## src/exu_defines.svh

```systemverilog
`ifndef EXU_DEFINES_SVH
`define EXU_DEFINES_SVH

// data and address width
`define XLEN 32

// instruction word width, same as the datapath on rv32
`define ILEN 32

// global history tag carried with each prediction
`define HISLEN 8

// register index width
`define REG_ADDRWIDTH 5

// trap bus width
`define TRAP_LEN 4

// bit 0 of the trap bus flags ebreak, the rest pass through
`define TRAP_EBREAK_BIT 0

// branch statistics counter width
`define STAT_CNT_LEN 32

// link offset for jal/jalr and fallthrough pc
`define PC_STEP 4

// immediate bits cleared for lui/auipc
`define UIMM_LSB 12

// shift amount width taken from operand b
`define SHAMT_LEN 5

`endif

```

## src/exu_pkg.sv

```systemverilog
`include "exu_defines.svh"

package exu_pkg;

  // instruction class from decode
  typedef enum logic [3:0] {
    EXC_NONE   = 4'd0,
    EXC_LUI    = 4'd1,
    EXC_AUIPC  = 4'd2,
    EXC_JAL    = 4'd3,
    EXC_JALR   = 4'd4,
    EXC_LOAD   = 4'd5,
    EXC_STORE  = 4'd6,
    EXC_BRANCH = 4'd7,
    EXC_OPIMM  = 4'd8,
    EXC_OPREG  = 4'd9,
    EXC_EBREAK = 4'd10
  } exc_op_e;

  typedef enum logic [4:0] {
    ALU_ADD, ALU_SUB, ALU_SLL, ALU_SLT, ALU_SLTU, ALU_XOR, ALU_SRL, ALU_SRA,
    ALU_OR, ALU_AND,
    // compare codes for branches
    ALU_EQ, ALU_NE, ALU_LT, ALU_GE, ALU_LTU, ALU_GEU
  } alu_op_e;

  // only carried through to mem
  typedef enum logic [3:0] {
    MEM_NONE, MEM_LB, MEM_LH, MEM_LW, MEM_LBU, MEM_LHU, MEM_SB, MEM_SH, MEM_SW
  } mem_op_e;

  typedef enum logic [1:0] {
    JT_NONE   = 2'b00,
    JT_JAL    = 2'b01,
    JT_JALR   = 2'b10,
    JT_BRANCH = 2'b11
  } jump_type_e;

  typedef struct packed {
    logic               taken;    // predicted direction
    logic               sel;      // which predictor gave it
    logic [`HISLEN-1:0] history;
  } pdt_t;

  typedef struct packed {
    logic                      valid;
    logic [`XLEN-1:0]          pc;
    logic [`ILEN-1:0]          inst;
    logic [`REG_ADDRWIDTH-1:0] rd;
    logic [`XLEN-1:0]          rs1;
    logic [`XLEN-1:0]          rs2;
    logic [`XLEN-1:0]          imm;
    exc_op_e                   exc_op;
    alu_op_e                   alu_op;
    mem_op_e                   mem_op;
    logic [`TRAP_LEN-1:0]      trap;
    pdt_t                      pdt;
  } id_ex_t;

  typedef struct packed {
    logic                      valid;
    logic [`XLEN-1:0]          pc;
    logic [`ILEN-1:0]          inst;
    logic [`REG_ADDRWIDTH-1:0] rd;
    logic [`XLEN-1:0]          result;
    logic [`XLEN-1:0]          store_data;  // rs2 for stores
    mem_op_e                   mem_op;
    logic [`TRAP_LEN-1:0]      trap;
  } ex_mem_t;

  typedef struct packed {
    logic               valid;
    logic [`XLEN-1:0]   pc;
    logic               taken;
    logic               correct;
    jump_type_e         jump_type;
    logic               sel;
    logic [`HISLEN-1:0] history;
  } bpu_upd_t;

  typedef struct packed {
    logic             valid;
    logic [`XLEN-1:0] target;
  } redirect_t;

endpackage

```

## src/alu.sv

```systemverilog
`timescale 1ns/1ps
`include "exu_defines.svh"

module alu (
  input  logic [`XLEN-1:0] alu_a_i,
  input  logic [`XLEN-1:0] alu_b_i,
  input  exu_pkg::alu_op_e alu_op_i,
  output logic [`XLEN-1:0] alu_out_o,
  output logic             compare_out_o
);
  import exu_pkg::*;

  logic [`SHAMT_LEN-1:0] shamt;
  logic [`XLEN-1:0]      sum;
  logic [`XLEN-1:0]      diff;
  logic                  lt_s;
  logic                  lt_u;
  logic                  eq;

  assign shamt = alu_b_i[`SHAMT_LEN-1:0];  // rv32 uses low 5 bits only
  assign sum   = alu_a_i + alu_b_i;
  assign diff  = alu_a_i - alu_b_i;

  // shared relations for slt and the branch compares
  assign lt_s = $signed(alu_a_i) < $signed(alu_b_i);
  assign lt_u = alu_a_i < alu_b_i;
  assign eq   = alu_a_i == alu_b_i;

  always_comb begin
    case (alu_op_i)
      ALU_ADD:  alu_out_o = sum;
      ALU_SUB:  alu_out_o = diff;
      ALU_SLL:  alu_out_o = alu_a_i << shamt;
      ALU_SLT:  alu_out_o = {{(`XLEN-1){1'b0}}, lt_s};
      ALU_SLTU: alu_out_o = {{(`XLEN-1){1'b0}}, lt_u};
      ALU_XOR:  alu_out_o = alu_a_i ^ alu_b_i;
      ALU_SRL:  alu_out_o = alu_a_i >> shamt;
      ALU_SRA:  alu_out_o = $unsigned($signed(alu_a_i) >>> shamt);
      ALU_OR:   alu_out_o = alu_a_i | alu_b_i;
      ALU_AND:  alu_out_o = alu_a_i & alu_b_i;
      // compare codes put the difference on the data output
      default:  alu_out_o = diff;
    endcase
  end

  always_comb begin
    case (alu_op_i)
      ALU_EQ:  compare_out_o = eq;
      ALU_NE:  compare_out_o = ~eq;
      ALU_LT:  compare_out_o = lt_s;
      ALU_GE:  compare_out_o = ~lt_s;
      ALU_LTU: compare_out_o = lt_u;
      ALU_GEU: compare_out_o = ~lt_u;
      default: compare_out_o = 1'b0;  // not a branch compare
    endcase
  end

endmodule

```

## src/branch_resolve.sv

```systemverilog
`timescale 1ns/1ps
`include "exu_defines.svh"

module branch_resolve (
  input  exu_pkg::exc_op_e    exc_op_i,
  input  logic [`XLEN-1:0]    pc_i,
  input  logic [`XLEN-1:0]    rs1_i,
  input  logic [`XLEN-1:0]    imm_i,
  input  logic                compare_i,
  input  logic                pdt_taken_i,
  output logic                taken_o,
  output logic                is_jump_o,
  output exu_pkg::jump_type_e jump_type_o,
  output logic                mispredict_o,
  output logic [`XLEN-1:0]    target_o
);
  import exu_pkg::*;

  logic             is_branch;
  logic             is_jal;
  logic             is_jalr;
  logic [`XLEN-1:0] tgt_base;
  logic [`XLEN-1:0] tgt_offs;

  assign is_branch = exc_op_i == EXC_BRANCH;
  assign is_jal    = exc_op_i == EXC_JAL;
  assign is_jalr   = exc_op_i == EXC_JALR;

  // jumps are always taken, branches follow the compare
  assign taken_o   = (is_branch & compare_i) | is_jal | is_jalr;
  assign is_jump_o = is_branch | is_jal | is_jalr;

  always_comb begin
    if (is_jal)
      jump_type_o = JT_JAL;
    else if (is_jalr)
      jump_type_o = JT_JALR;
    else if (is_branch)
      jump_type_o = JT_BRANCH;
    else
      jump_type_o = JT_NONE;
  end

  assign mispredict_o = taken_o != pdt_taken_i;

  // one adder for both the fallthrough and the jump target
  always_comb begin
    if (pdt_taken_i && !taken_o) begin
      tgt_base = pc_i;  // wrongly predicted taken, back to pc+4
      tgt_offs = `XLEN'(`PC_STEP);
    end else begin
      tgt_base = is_jalr ? rs1_i : pc_i;
      tgt_offs = imm_i;
    end
  end

  assign target_o = tgt_base + tgt_offs;

endmodule

```

## src/exu.sv

```systemverilog
`timescale 1ns/1ps
`include "exu_defines.svh"

module exu (
  input  exu_pkg::id_ex_t    id_ex_i,
  input  logic               stall_i,
  output logic               advance_o,
  output exu_pkg::ex_mem_t   result_o,
  output logic [`XLEN-1:0]   alu_fwd_o,
  output exu_pkg::redirect_t redirect_o,
  output exu_pkg::bpu_upd_t  bpu_upd_o
);
  import exu_pkg::*;

  logic [`XLEN-1:0]     alu_a;
  logic [`XLEN-1:0]     alu_b;
  logic [`XLEN-1:0]     alu_out;
  logic [`XLEN-1:0]     imm_upper;
  logic [`XLEN-1:0]     br_target;
  logic                 compare;
  logic                 taken;
  logic                 is_jump;
  logic                 mispredict;
  logic                 is_ebreak;
  logic [`TRAP_LEN-1:0] ebreak_bit;
  jump_type_e           jump_type;

  // stage moves on only with a real instruction and no memory stall
  assign advance_o = id_ex_i.valid & ~stall_i;

  assign imm_upper = {id_ex_i.imm[`XLEN-1:`UIMM_LSB], {`UIMM_LSB{1'b0}}};

  always_comb begin
    case (id_ex_i.exc_op)
      EXC_OPREG, EXC_BRANCH: begin
        alu_a = id_ex_i.rs1;
        alu_b = id_ex_i.rs2;
      end
      EXC_OPIMM, EXC_LOAD, EXC_STORE: begin
        alu_a = id_ex_i.rs1;
        alu_b = id_ex_i.imm;  // address or immediate op
      end
      EXC_JAL, EXC_JALR: begin
        alu_a = id_ex_i.pc;
        alu_b = `XLEN'(`PC_STEP);  // link value
      end
      EXC_AUIPC: begin
        alu_a = id_ex_i.pc;
        alu_b = imm_upper;
      end
      EXC_LUI: begin
        alu_a = '0;
        alu_b = imm_upper;
      end
      default: begin
        alu_a = '0;
        alu_b = '0;
      end
    endcase
  end

  alu u_alu (
    .alu_a_i       (alu_a),
    .alu_b_i       (alu_b),
    .alu_op_i      (id_ex_i.alu_op),
    .alu_out_o     (alu_out),
    .compare_out_o (compare)
  );

  branch_resolve u_branch_resolve (
    .exc_op_i     (id_ex_i.exc_op),
    .pc_i         (id_ex_i.pc),
    .rs1_i        (id_ex_i.rs1),
    .imm_i        (id_ex_i.imm),
    .compare_i    (compare),
    .pdt_taken_i  (id_ex_i.pdt.taken),
    .taken_o      (taken),
    .is_jump_o    (is_jump),
    .jump_type_o  (jump_type),
    .mispredict_o (mispredict),
    .target_o     (br_target)
  );

  assign alu_fwd_o = alu_out;  // back to id for forwarding

  assign is_ebreak  = id_ex_i.exc_op == EXC_EBREAK;
  assign ebreak_bit = `TRAP_LEN'(is_ebreak) << `TRAP_EBREAK_BIT;

  always_comb begin
    result_o.valid      = id_ex_i.valid;
    result_o.pc         = id_ex_i.pc;
    result_o.inst       = id_ex_i.inst;
    result_o.rd         = id_ex_i.rd;
    result_o.result     = alu_out;
    result_o.store_data = id_ex_i.rs2;
    result_o.mem_op     = id_ex_i.mem_op;
    result_o.trap       = id_ex_i.trap | ebreak_bit;  // upper trap bits untouched
  end

  // single cycle strobes, only for the accepted instruction
  assign redirect_o.valid  = advance_o & mispredict;
  assign redirect_o.target = br_target;

  always_comb begin
    bpu_upd_o.valid     = advance_o & is_jump;
    bpu_upd_o.pc        = id_ex_i.pc;
    bpu_upd_o.taken     = taken;
    bpu_upd_o.correct   = ~mispredict;
    bpu_upd_o.jump_type = jump_type;
    bpu_upd_o.sel       = id_ex_i.pdt.sel;
    bpu_upd_o.history   = id_ex_i.pdt.history;
  end

endmodule

```

## src/ex_mem_reg.sv

```systemverilog
`timescale 1ns/1ps
`include "exu_defines.svh"

module ex_mem_reg (
  input  logic             clk_i,
  input  logic             rst_i,
  input  logic             load_i,
  input  exu_pkg::ex_mem_t data_i,
  output exu_pkg::ex_mem_t data_o
);
  import exu_pkg::*;

  ex_mem_t data_q;

  // payload only moves on load, a bubble just drops valid
  always_ff @(posedge clk_i) begin
    if (load_i) begin
      data_q <= data_i;
    end else begin
      data_q.valid <= 1'b0;
    end
    if (rst_i) begin
      data_q.valid <= 1'b0;  // control bit only
    end
  end

  assign data_o = data_q;

endmodule

```

## src/bpu_stats.sv

```systemverilog
`timescale 1ns/1ps
`include "exu_defines.svh"

module bpu_stats (
  input  logic                     clk_i,
  input  logic                     rst_i,
  input  exu_pkg::bpu_upd_t        upd_i,
  output logic [`STAT_CNT_LEN-1:0] branch_cnt_o,
  output logic [`STAT_CNT_LEN-1:0] mispredict_cnt_o
);
  import exu_pkg::*;

  logic count_branch;
  logic count_miss;

  assign count_branch = upd_i.valid;
  assign count_miss   = upd_i.valid & ~upd_i.correct;

  // readable from a debug register, wraps on overflow
  always_ff @(posedge clk_i) begin
    if (rst_i) begin
      branch_cnt_o     <= '0;
      mispredict_cnt_o <= '0;
    end else begin
      if (count_branch)
        branch_cnt_o <= branch_cnt_o + 1'b1;
      if (count_miss)
        mispredict_cnt_o <= mispredict_cnt_o + 1'b1;  // wrong direction
    end
  end

endmodule

```

## src/exu_top.sv

```systemverilog
`timescale 1ns/1ps
`include "exu_defines.svh"

module exu_top (
  input  logic                     clk_i,
  input  logic                     rst_i,
  input  exu_pkg::id_ex_t          id_ex_i,
  input  logic                     ram_stall_i,
  output exu_pkg::ex_mem_t         ex_mem_o,
  output exu_pkg::redirect_t       redirect_o,
  output exu_pkg::bpu_upd_t        bpu_upd_o,
  output logic [`XLEN-1:0]         alu_fwd_o,
  output logic [`STAT_CNT_LEN-1:0] branch_cnt_o,
  output logic [`STAT_CNT_LEN-1:0] mispredict_cnt_o
);
  import exu_pkg::*;

  logic    advance;
  ex_mem_t ex_result;

  exu u_exu (
    .id_ex_i    (id_ex_i),
    .stall_i    (ram_stall_i),
    .advance_o  (advance),
    .result_o   (ex_result),
    .alu_fwd_o  (alu_fwd_o),
    .redirect_o (redirect_o),
    .bpu_upd_o  (bpu_upd_o)
  );

  // result lands in ex/mem one cycle later
  ex_mem_reg u_ex_mem_reg (
    .clk_i  (clk_i),
    .rst_i  (rst_i),
    .load_i (advance),
    .data_i (ex_result),
    .data_o (ex_mem_o)
  );

  // counts every predictor update leaving the stage
  bpu_stats u_bpu_stats (
    .clk_i            (clk_i),
    .rst_i            (rst_i),
    .upd_i            (bpu_upd_o),
    .branch_cnt_o     (branch_cnt_o),
    .mispredict_cnt_o (mispredict_cnt_o)
  );

endmodule

```

## config.mk

```make
export PLATFORM = sky130hd
export DESIGN_NAME = exu_top
export DESIGN_NICKNAME = d
export VERILOG_FILES = /design/src/exu_pkg.sv /design/src/alu.sv /design/src/branch_resolve.sv /design/src/exu.sv /design/src/ex_mem_reg.sv /design/src/bpu_stats.sv /design/src/exu_top.sv
export VERILOG_INCLUDE_DIRS = /design/src /design/src/src
export SDC_FILE = /design/constraint.sdc
export NUM_CORES = 1
export LEC_CHECK = 0
export BUFFER_PORTS_ARGS = -buffer_cell sky130_fd_sc_hd__buf_2
export CORE_ASPECT_RATIO = 0.5
export CORE_MARGIN = 2
export CORE_UTILIZATION = 25
export DETAILED_ROUTE_END_ITERATION = 12
export GPL_TIMING_DRIVEN = 0
export SLEW_MARGIN = 20
export SYNTH_ARGS = -nofsm -noshare
export SYNTH_HDL_FRONTEND = slang
export SYNTH_SLANG_ARGS = --single-unit
```

## constraint.sdc

```tcl
create_clock -name clk_i -period 18.7 [get_ports clk_i]
set_input_delay 3.74 -clock clk_i [delete_from_list [all_inputs] [get_ports clk_i]]
set_output_delay 3.74 -clock clk_i [all_outputs]
set_load 0.05 [all_outputs]
```

Yosys cells after proc, flatten, opt, wreduce, memory -nomap -nowiden
Cells that the tools add are included.
Widths: inputs -> output; s select.

word-level totals
  memories = 0
  register bits after elaboration = 206
  bits in read-only memories = 0
  latch bits = 0
  RAM bits = 0
  logic and storage cells = 85

operators by class
  multiply operators = 0
  muxes and demuxes = 10
  order comparisons = 2
  bitwise operators = 19
  equal/unequal tests = 26
  shift operators = 3
  reduce and logical (&&, ||, !) cells = 10
  add/sub/neg operators = 5
  divide/modulo/power cells = 0

operator list
  operator               number
  $pmux 32 s9            1
  $pmux 32 s4            1
  $mux 32                3
  $add 32x1->32 const B  2
  $add 32x32->32         2
  $lt 32x32->1           2
  $pmux 32 s2            1
  $eq 5x4->1 const B     8
  $and 32x32->32         1
  $eq 32x32->1           1
  $or 32x32->32          1
  $shl 32x5->32          1
  $shr 32x5->32          1
  $sshr 32x5->32         1
  $sub 32x32->32         1
  $xor 32x32->32         1
  $eq 5x3->1 const B     4
  $eq 4x3->1 const B     4
  $eq 4x4->1 const B     3
  $eq 5x2->1 const B     2
  $eq 4x2->1 const B     2
  $reduce_or 2->1        4
  $mux 2                 3
  $not 1->1              6
  11 further kinds       19

Depth between registers and ports, before layout
Gate-level depths: netlist of the first run.

  depth after elaboration = 13
  gate-level depth with buffers = 36

By module
A second synthesis of the first run with hierarchy kept.

unflattened totals
  cell total of the unflattened synthesis = 2488
  area, all modules = 21658.3 um^2

modules (own cells, without submodules)
  module          area an instance (um^2)  cells each  times used  sequential area each (um^2)
  alu             8787.2                   1240        1           0.0
  ex_mem_reg      4262.8                   143         1           4254.1
  exu             3139.3                   421         1           0.0
  bpu_stats       3040.4                   350         1           1281.2
  branch_resolve  2428.6                   334         1           0.0

Worst setup path before layout of the first run
Ideal clock, no wire load.

  kind = input to output
  from = in id_ex_i[24] (netlist name)
  to = out redirect_o[20] (netlist name)
  slack = 2.632 ns
  data required time = 14.960 ns
  arrival = 12.328 ns
  stages on the path = 35
  path through = buf_6 -> clkbuf_1 -> or4b_2 -> o31ai_2 -> a22oi_2 -> buf_2 -> buf_2 -> buf_1 -> ha_1 -> buf_2 -> inv_1 -> o21ai_0 -> nand4_1 -> a311oi_1 -> a41oi_1 -> o21ai_0 -> xor2_1 -> nor3b_1 -> o31ai_1 -> ha_1 -> nor4_1 -> clkbuf_1 -> mux2_2 -> ha_1 -> fa_1 -> a21o_1 -> a21oi_1 -> o21ai_0 -> a211oi_1 -> nor3_1 -> or2_2 -> and2_1 -> o21ai_0 -> nand2b_1 -> xor2_1

RTL lines
  what             line           source
  start, declared  exu_top.sv:7   input exu_pkg::id_ex_t id_ex_i,
  end, declared    exu_top.sv:10  output exu_pkg::redirect_t redirect_o,

==> flow_summary.ini, run 1 <==
[detailed_routing]
vias = 21490
antenna_left = 0
drt-initial-drc-count = 3015
wl_per_cell_um = 26.19
drt_wl_total_um = 101700
drc = 0
avgViaCountPerCell = 5.536
drtPass1Iterations = 8

[power_and_ir_drop]
internal_power_mw = 1.032
power_frac_clock_pct = 23.8
pwr-share-seq_pct = 26.7
total_power_mw = 1.971
vdd_drop_max_mv = 0.05072
power.switching_uw = 939.0
p_leak_nw = 10.80
pwr-share-comb_pct = 49.5
switching_share_pct = 47.64
pwr_density_cell_nw_per_um2 = 80.39

[synth]
async_flop_share_pct = 0
synth_adder_area_share_pct = 8.559
synth_xor_area_share_pct = 3.971
synth.avg_cell_area_um2 = 8.639
synth-edff-count = 141
synth_compound_area_share_pct = 23.62
syn_area_um2 = 19850
yosys_register_bits = 206
netlist_instances = 2298
ys_seq_area_share_pct = 27.88
synth_top_family_by_area = compound AO/OA/AOI/OAI gates
synth_cell_types = 106
synth-warning-count = 0
ys.flop_type = edfxtp_1
yosys.area_share.simple_pct = 15.70
muxShareOfSynthArea_pct = 11.86
synthesis.nets = 2628

[timing]
slew_viol_final = 0
post-route-min-period_ps = 18330
relSlewSlack_pct = 23.71
setup_ws_ps = 375.0
rsz0062_at_grt = no
hold_slack_ps = 495.9
setup_violations = 0
finalCritPeriodShare_pct = 97.99
hold_viol_final = 0
totalNegativeSetupSlack_ps = 0
worstMarginPinSlew_ps = 1134
max_freq_mhz = 54.57
fin_skew_ps = 59.64

[min_path]
min_path_type = register to register

[clock_network]
clk_latency_ps = 610
clkTransAtPathRegs_ps = 60
clock_path_buffers = 3
cts_tree = built
h-tree-depth = 1
cts_setup_buffers = 0
numCtsBuffers = 24
ctsResizeCount = 7
cts-root-buf = clkbuf_16
hold_buffers = 0
clkSinkCount = 206

[placement]
place_ws_ps = -851.3
dp.cells = 3836
port_buffers = 497
post-dp-hpwl_um = 82480
routabilityCongestion = 1.036
placed_area_um2 = 23720

[grt]
grt_use_total_pct = 23.56
antenna_found_initial = 8
grt.met2_usage_pct = 36.50
grt_start_max_net_pins = 73
grt_pass1_wl_um = 143100
met3_usage_pct = 5.654
grt_pass1_vias = 20100
grt_busiest_layer = met2
grtUsageMet1_pct = 31.72
grt-ovfl-total = 0

[finish]
final_area_um2 = 24520
drive_gt1_share_pct = 27.51
nFillCells = 8378
nets = 3155
areaGrowthSynthToFinish_pct = 23.52
stdcell_count = 3882
final_common_cell = buf_2
mostFrequentLayoutCells = 532 x buf_2, 195 x nor2_1, 175 x mux2i_1, 155 x nand2_1, 155 x a21oi_1
finish.utilization_pct = 31.47

[critical_path]
worstPathArrival_ps = 14580
start_kind = input pin
slowest_stage = a221oi_2
cp-end-kind = primary output
regToRegSetupSlack_ps = 16130
path_max_fanout = 10
worst_path_largest_cell_delay_ps = 510
crit_family = compound AO/OA/AOI/OAI gates
path_buf_inv = 9
criticalPathCategory = input pin to primary output
cpMostUsedCell = buf_2
required_ps = 14960

[floorplanning]
die_area_um2 = 81810
start_util_pct = 25.48
die_height_um = 203.3
coreArea_um2 = 77920
placementRows = 72
pin_count = 513
fp.dieW_um = 402.5

[run_status]
outcome = complete, no violations

[run]
cap_violations = 0
layer usage:
layer / share of wire, % / up-vias
li1: - / 9508
met1: 42 / 10610
met2: 44 / 1154
met3: 9.7 / 220
met4: 4.1 / 4
met5: 0.031 / -
logic make-up (layout without fill, tap and decap cells):
| logic type | after synthesis | count (layout) |
|---|---|---|
| AOI/OAI and AO/OA | 681 | 681 |
| xor gates and xnor gates | 90 | 90 |
| adders and majority gates | 134 | 134 |
| buffers and inverters | 327 | 872 |
| DFF | 206 | 206 |
| muxes | 226 | 226 |
| other | 0 | 3 |
| and+or+nand+nor | 634 | 634 |
synthesized netlist by cell type (16+ instances only):
master / number / area share (%)
a211oi_1: 50 / 1.9
a21o_1: 41 / 1.6
a21oi_1: 157 / 4.0
a22oi_1: 64 / 2.4
a31oi_1: 19 / 0.60
and3_1: 33 / 1.0
buf_2: 35 / 0.88
buf_4: 82 / 3.1
clkbuf_1: 83 / 1.6
dfxtp_1: 65 / 6.6
edfxtp_1: 141 / 21
ha_1: 131 / 8.3
inv_1: 103 / 1.9
mux2_2: 47 / 2.7
mux2i_1: 175 / 8.8
nand2_1: 155 / 2.9
nand2b_1: 17 / 0.54
nand3_1: 44 / 1.1
nor2_1: 196 / 3.7
nor2b_1: 47 / 1.5
nor3_1: 41 / 1.0
o211ai_1: 24 / 0.91
o21ai_0: 101 / 2.5
o21bai_1: 24 / 0.91
o221ai_1: 16 / 0.71
o22a_1: 24 / 1.1
o22ai_1: 32 / 1.0
or3_1: 18 / 0.57
xnor2_1: 42 / 1.9
xor2_1: 48 / 2.1
area by class of cell:
cell class | instances | area, um^2 | share of cell area, %
multi-input cells | 1765 | 12720 | 51.89
clock inverters | 17 | 125.1 | 0.5103
flip-flops and latches | 206 | 5535 | 22.57
clock buffers | 27 | 611.8 | 2.495
inverters | 107 | 411.6 | 1.679
repair buffers | 502 | 2545 | 10.38
diodes | 3 | 7.507 | 0.03062
well taps | 1036 | 1296 | 5.287
plain buffers | 219 | 1265 | 5.159
final timing paths:
kind                                                 startpoint  depth (start not counted)                                to
worst max-delay path                                id_ex_i[25]                         36                    redirect_o[31]
worst min-delay path               u_bpu_stats.branch_cnt_o[31]                          2      u_bpu_stats.branch_cnt_o[31]
worst max register to register  u_bpu_stats.mispredict_cnt_o[3]                         11  u_bpu_stats.mispredict_cnt_o[31]
worst min register to register     u_bpu_stats.branch_cnt_o[31]                          2      u_bpu_stats.branch_cnt_o[31]
worst min-delay path: cells and delay by family, from the launching register on:
kind               cells  cell delay, ps
DFF                    1             320
AOI/OAI and AO/OA      2             130
state kept, by name, indices dropped and copies added, names as in the netlist:
register,count
u_ex_mem_reg.data_o,142
u_bpu_stats.branch_cnt_o,32
u_bpu_stats.mispredict_cnt_o,32
power groups by stage:
stage	logic [mW]	registers (mW)	clock network (mW)
2_1_floorplan	0.564	0.629	0
3_3_place_gp	0.944	0.538	0
3_5_place_dp	0.946	0.536	0
4_1_cts	0.950	0.527	0.480
5_1_grt	1.01	0.529	0.501
6_report	0.976	0.526	0.469
Note: power is estimated with default switching activity, not from simulation.
==> run 2: changes to the inputs <==
--- a/config.mk
+++ b/config.mk
@@ -8,10 +8,11 @@
 export LEC_CHECK = 0
 export BUFFER_PORTS_ARGS = -buffer_cell sky130_fd_sc_hd__buf_2
 export CORE_ASPECT_RATIO = 0.5
-export CORE_MARGIN = 2
-export CORE_UTILIZATION = 25
+export CORE_MARGIN = 8
+export CORE_UTILIZATION = 55
 export DETAILED_ROUTE_END_ITERATION = 12
 export GPL_TIMING_DRIVEN = 0
+export PLACE_DENSITY = 0.83
 export SLEW_MARGIN = 20
 export SYNTH_ARGS = -nofsm -noshare
 export SYNTH_HDL_FRONTEND = slang
==> flow_summary.ini, run 2 (synthesis gave the netlist of run 1 again) <==
[placement]
place_ws_ps = -714.4
post-dp-hpwl_um = 78730
routabilityCongestion = 1.093
port_buffers = 497

[critical_path]
required_ps = 14960
crit_family = compound AO/OA/AOI/OAI gates
reg2reg_from = u_bpu_stats.mispredict_cnt_o[4]
cp.depth = 36
path_buf_inv = 9
regToRegSetupSlack_ps = 16220
slowest_stage = a221oi_1
path_max_fanout = 10
crit_end = redirect_o[31]
reg2regPathDepth = 11
cpMostUsedCell = buf_2
worst_path_largest_cell_delay_ps = 660
worstPathArrival_ps = 14800
rr_endpoint = u_bpu_stats.mispredict_cnt_o[31]
criticalPathCategory = input pin to primary output
crit_start = id_ex_i[25]
start_kind = input pin
cp-end-kind = primary output

[timing]
post-route-min-period_ps = 18540
hold_viol_final = 0
rsz0062_at_grt = no
relSlewSlack_pct = 19.72
setup_violations = 0
finalCritPeriodShare_pct = 99.17
fin_skew_ps = 5.884
max_freq_mhz = 53.93
hold_slack_ps = 502.6
setup_ws_ps = 155.9
slew_viol_final = 0
worstMarginPinSlew_ps = 1200

[clock_network]
numCtsBuffers = 20
clk_latency_ps = 540
clkSinkCount = 206
cts-root-buf = clkbuf_16
cts_tree = built
clock_path_buffers = 3
hold_buffers = 0
h-tree-depth = 1
clkTransAtPathRegs_ps = 70

[finish]
areaGrowthSynthToFinish_pct = 19.65
largest_reg_flops = 142
mostFrequentLayoutCells = 535 x buf_2, 196 x nor2_1, 175 x mux2i_1, 156 x a21oi_1, 155 x nand2_1
nFillCells = 3010
drive_gt1_share_pct = 27.28
nets = 3154
final_common_cell = buf_2

[detailed_routing]
drc = 0
drtPass1Iterations = 7
wl_per_cell_um = 29.36
antenna_left = 0
avgViaCountPerCell = 6.740
drt_wl_total_um = 97850
drt-initial-drc-count = 3579
vias = 22460

[floorplanning]
die_area_um2 = 42800
start_util_pct = 55.54
pin_count = 513
coreArea_um2 = 35740
placementRows = 49
die_height_um = 150.3
fp.dieW_um = 284.7

[power_and_ir_drop]
pwr_density_cell_nw_per_um2 = 81.03
vdd_drop_max_mv = 0.08657
p_leak_nw = 10.77

[run_status]
outcome = complete, no violations

[grt]
grt_pass1_vias = 20830
grt_pass1_wl_um = 138500
grt_start_max_net_pins = 76
antenna_found_initial = 10
grt_use_total_pct = 42.57
grt-ovfl-total = 0

[min_path]
min_path_type = register to register

[run]
cap_violations = 0
## run 2: through the flow
stage	setup TNS, ps	util (%)	area [um^2]	instances	power (mW)
floorplan	0	-	19850	2298	1.193
global placement	-3747	64.19	22940	3279	1.461
detailed placement	-2900	64.40	23020	3284	1.469
CTS	0	66.29	23690	3318	1.890
global route	0	66.41	23740	3327	1.973
finish	0	66.45	23750	3333	1.925
## run 2: cell type report
type	count	area [um^2]	area share, %
Sequential cell	206	5535	23.30
Clock inverter	8	105.1	0.4425
Inverter	107	411.6	1.733
Multi-Input combinational cell	1765	12690	53.45
Timing Repair Buffer	505	2560	10.78
Buffer	219	1264	5.320
Clock buffer	27	546.8	2.302
Antenna cell	12	30.03	0.1264
Tap cell	484	605.6	2.550
## run 2: timing repair
| action | in CTS | in global routing |
|---|---|---|
| setup endpoints to repair | 12 | 4 |
| resized for setup | 5 | 4 |
| buffers inserted | 0 | 0 |
## run 2: how the worst min path moves through the flow
stage	startpoint	endpoint	slack, ps	cells after the start
3_3_place_gp	u_bpu_stats.branch_cnt_o[31]	u_bpu_stats.branch_cnt_o[31]	470	2
3_5_place_dp	u_bpu_stats.branch_cnt_o[31]	u_bpu_stats.branch_cnt_o[31]	490	2
4_1_cts	u_bpu_stats.branch_cnt_o[31]	u_bpu_stats.branch_cnt_o[31]	500	2
6_report	u_bpu_stats.mispredict_cnt_o[22]	u_bpu_stats.mispredict_cnt_o[22]	500	2
2_1_floorplan	u_bpu_stats.branch_cnt_o[31]	u_bpu_stats.branch_cnt_o[31]	710	2
5_1_grt	u_bpu_stats.branch_cnt_o[31]	u_bpu_stats.branch_cnt_o[31]	530	2
## run 2: routing by layer
metal | global-route usage (%) | share of wire (%)
met1 | 55.10 | 38
met4 | 17.26 | 4.8
met5 | 0 | 0.022
met3 | 16.80 | 16
met2 | 63.23 | 42
## run 2: worst min-delay path: cells and delay by family (launching register included)
| kind | cells | cell delay [ps] |
|---|---|---|
| AO/OA/AOI/OAI | 2 | 140 |
| flip-flops | 1 | 330 |
## run 2: where the power goes
group / switching, mW / internal, mW
Sequential: 0.00647 / 0.520
Clock: 0.191 / 0.234
Combinational: 0.701 / 0.271
Total: 0.899 / 1.03
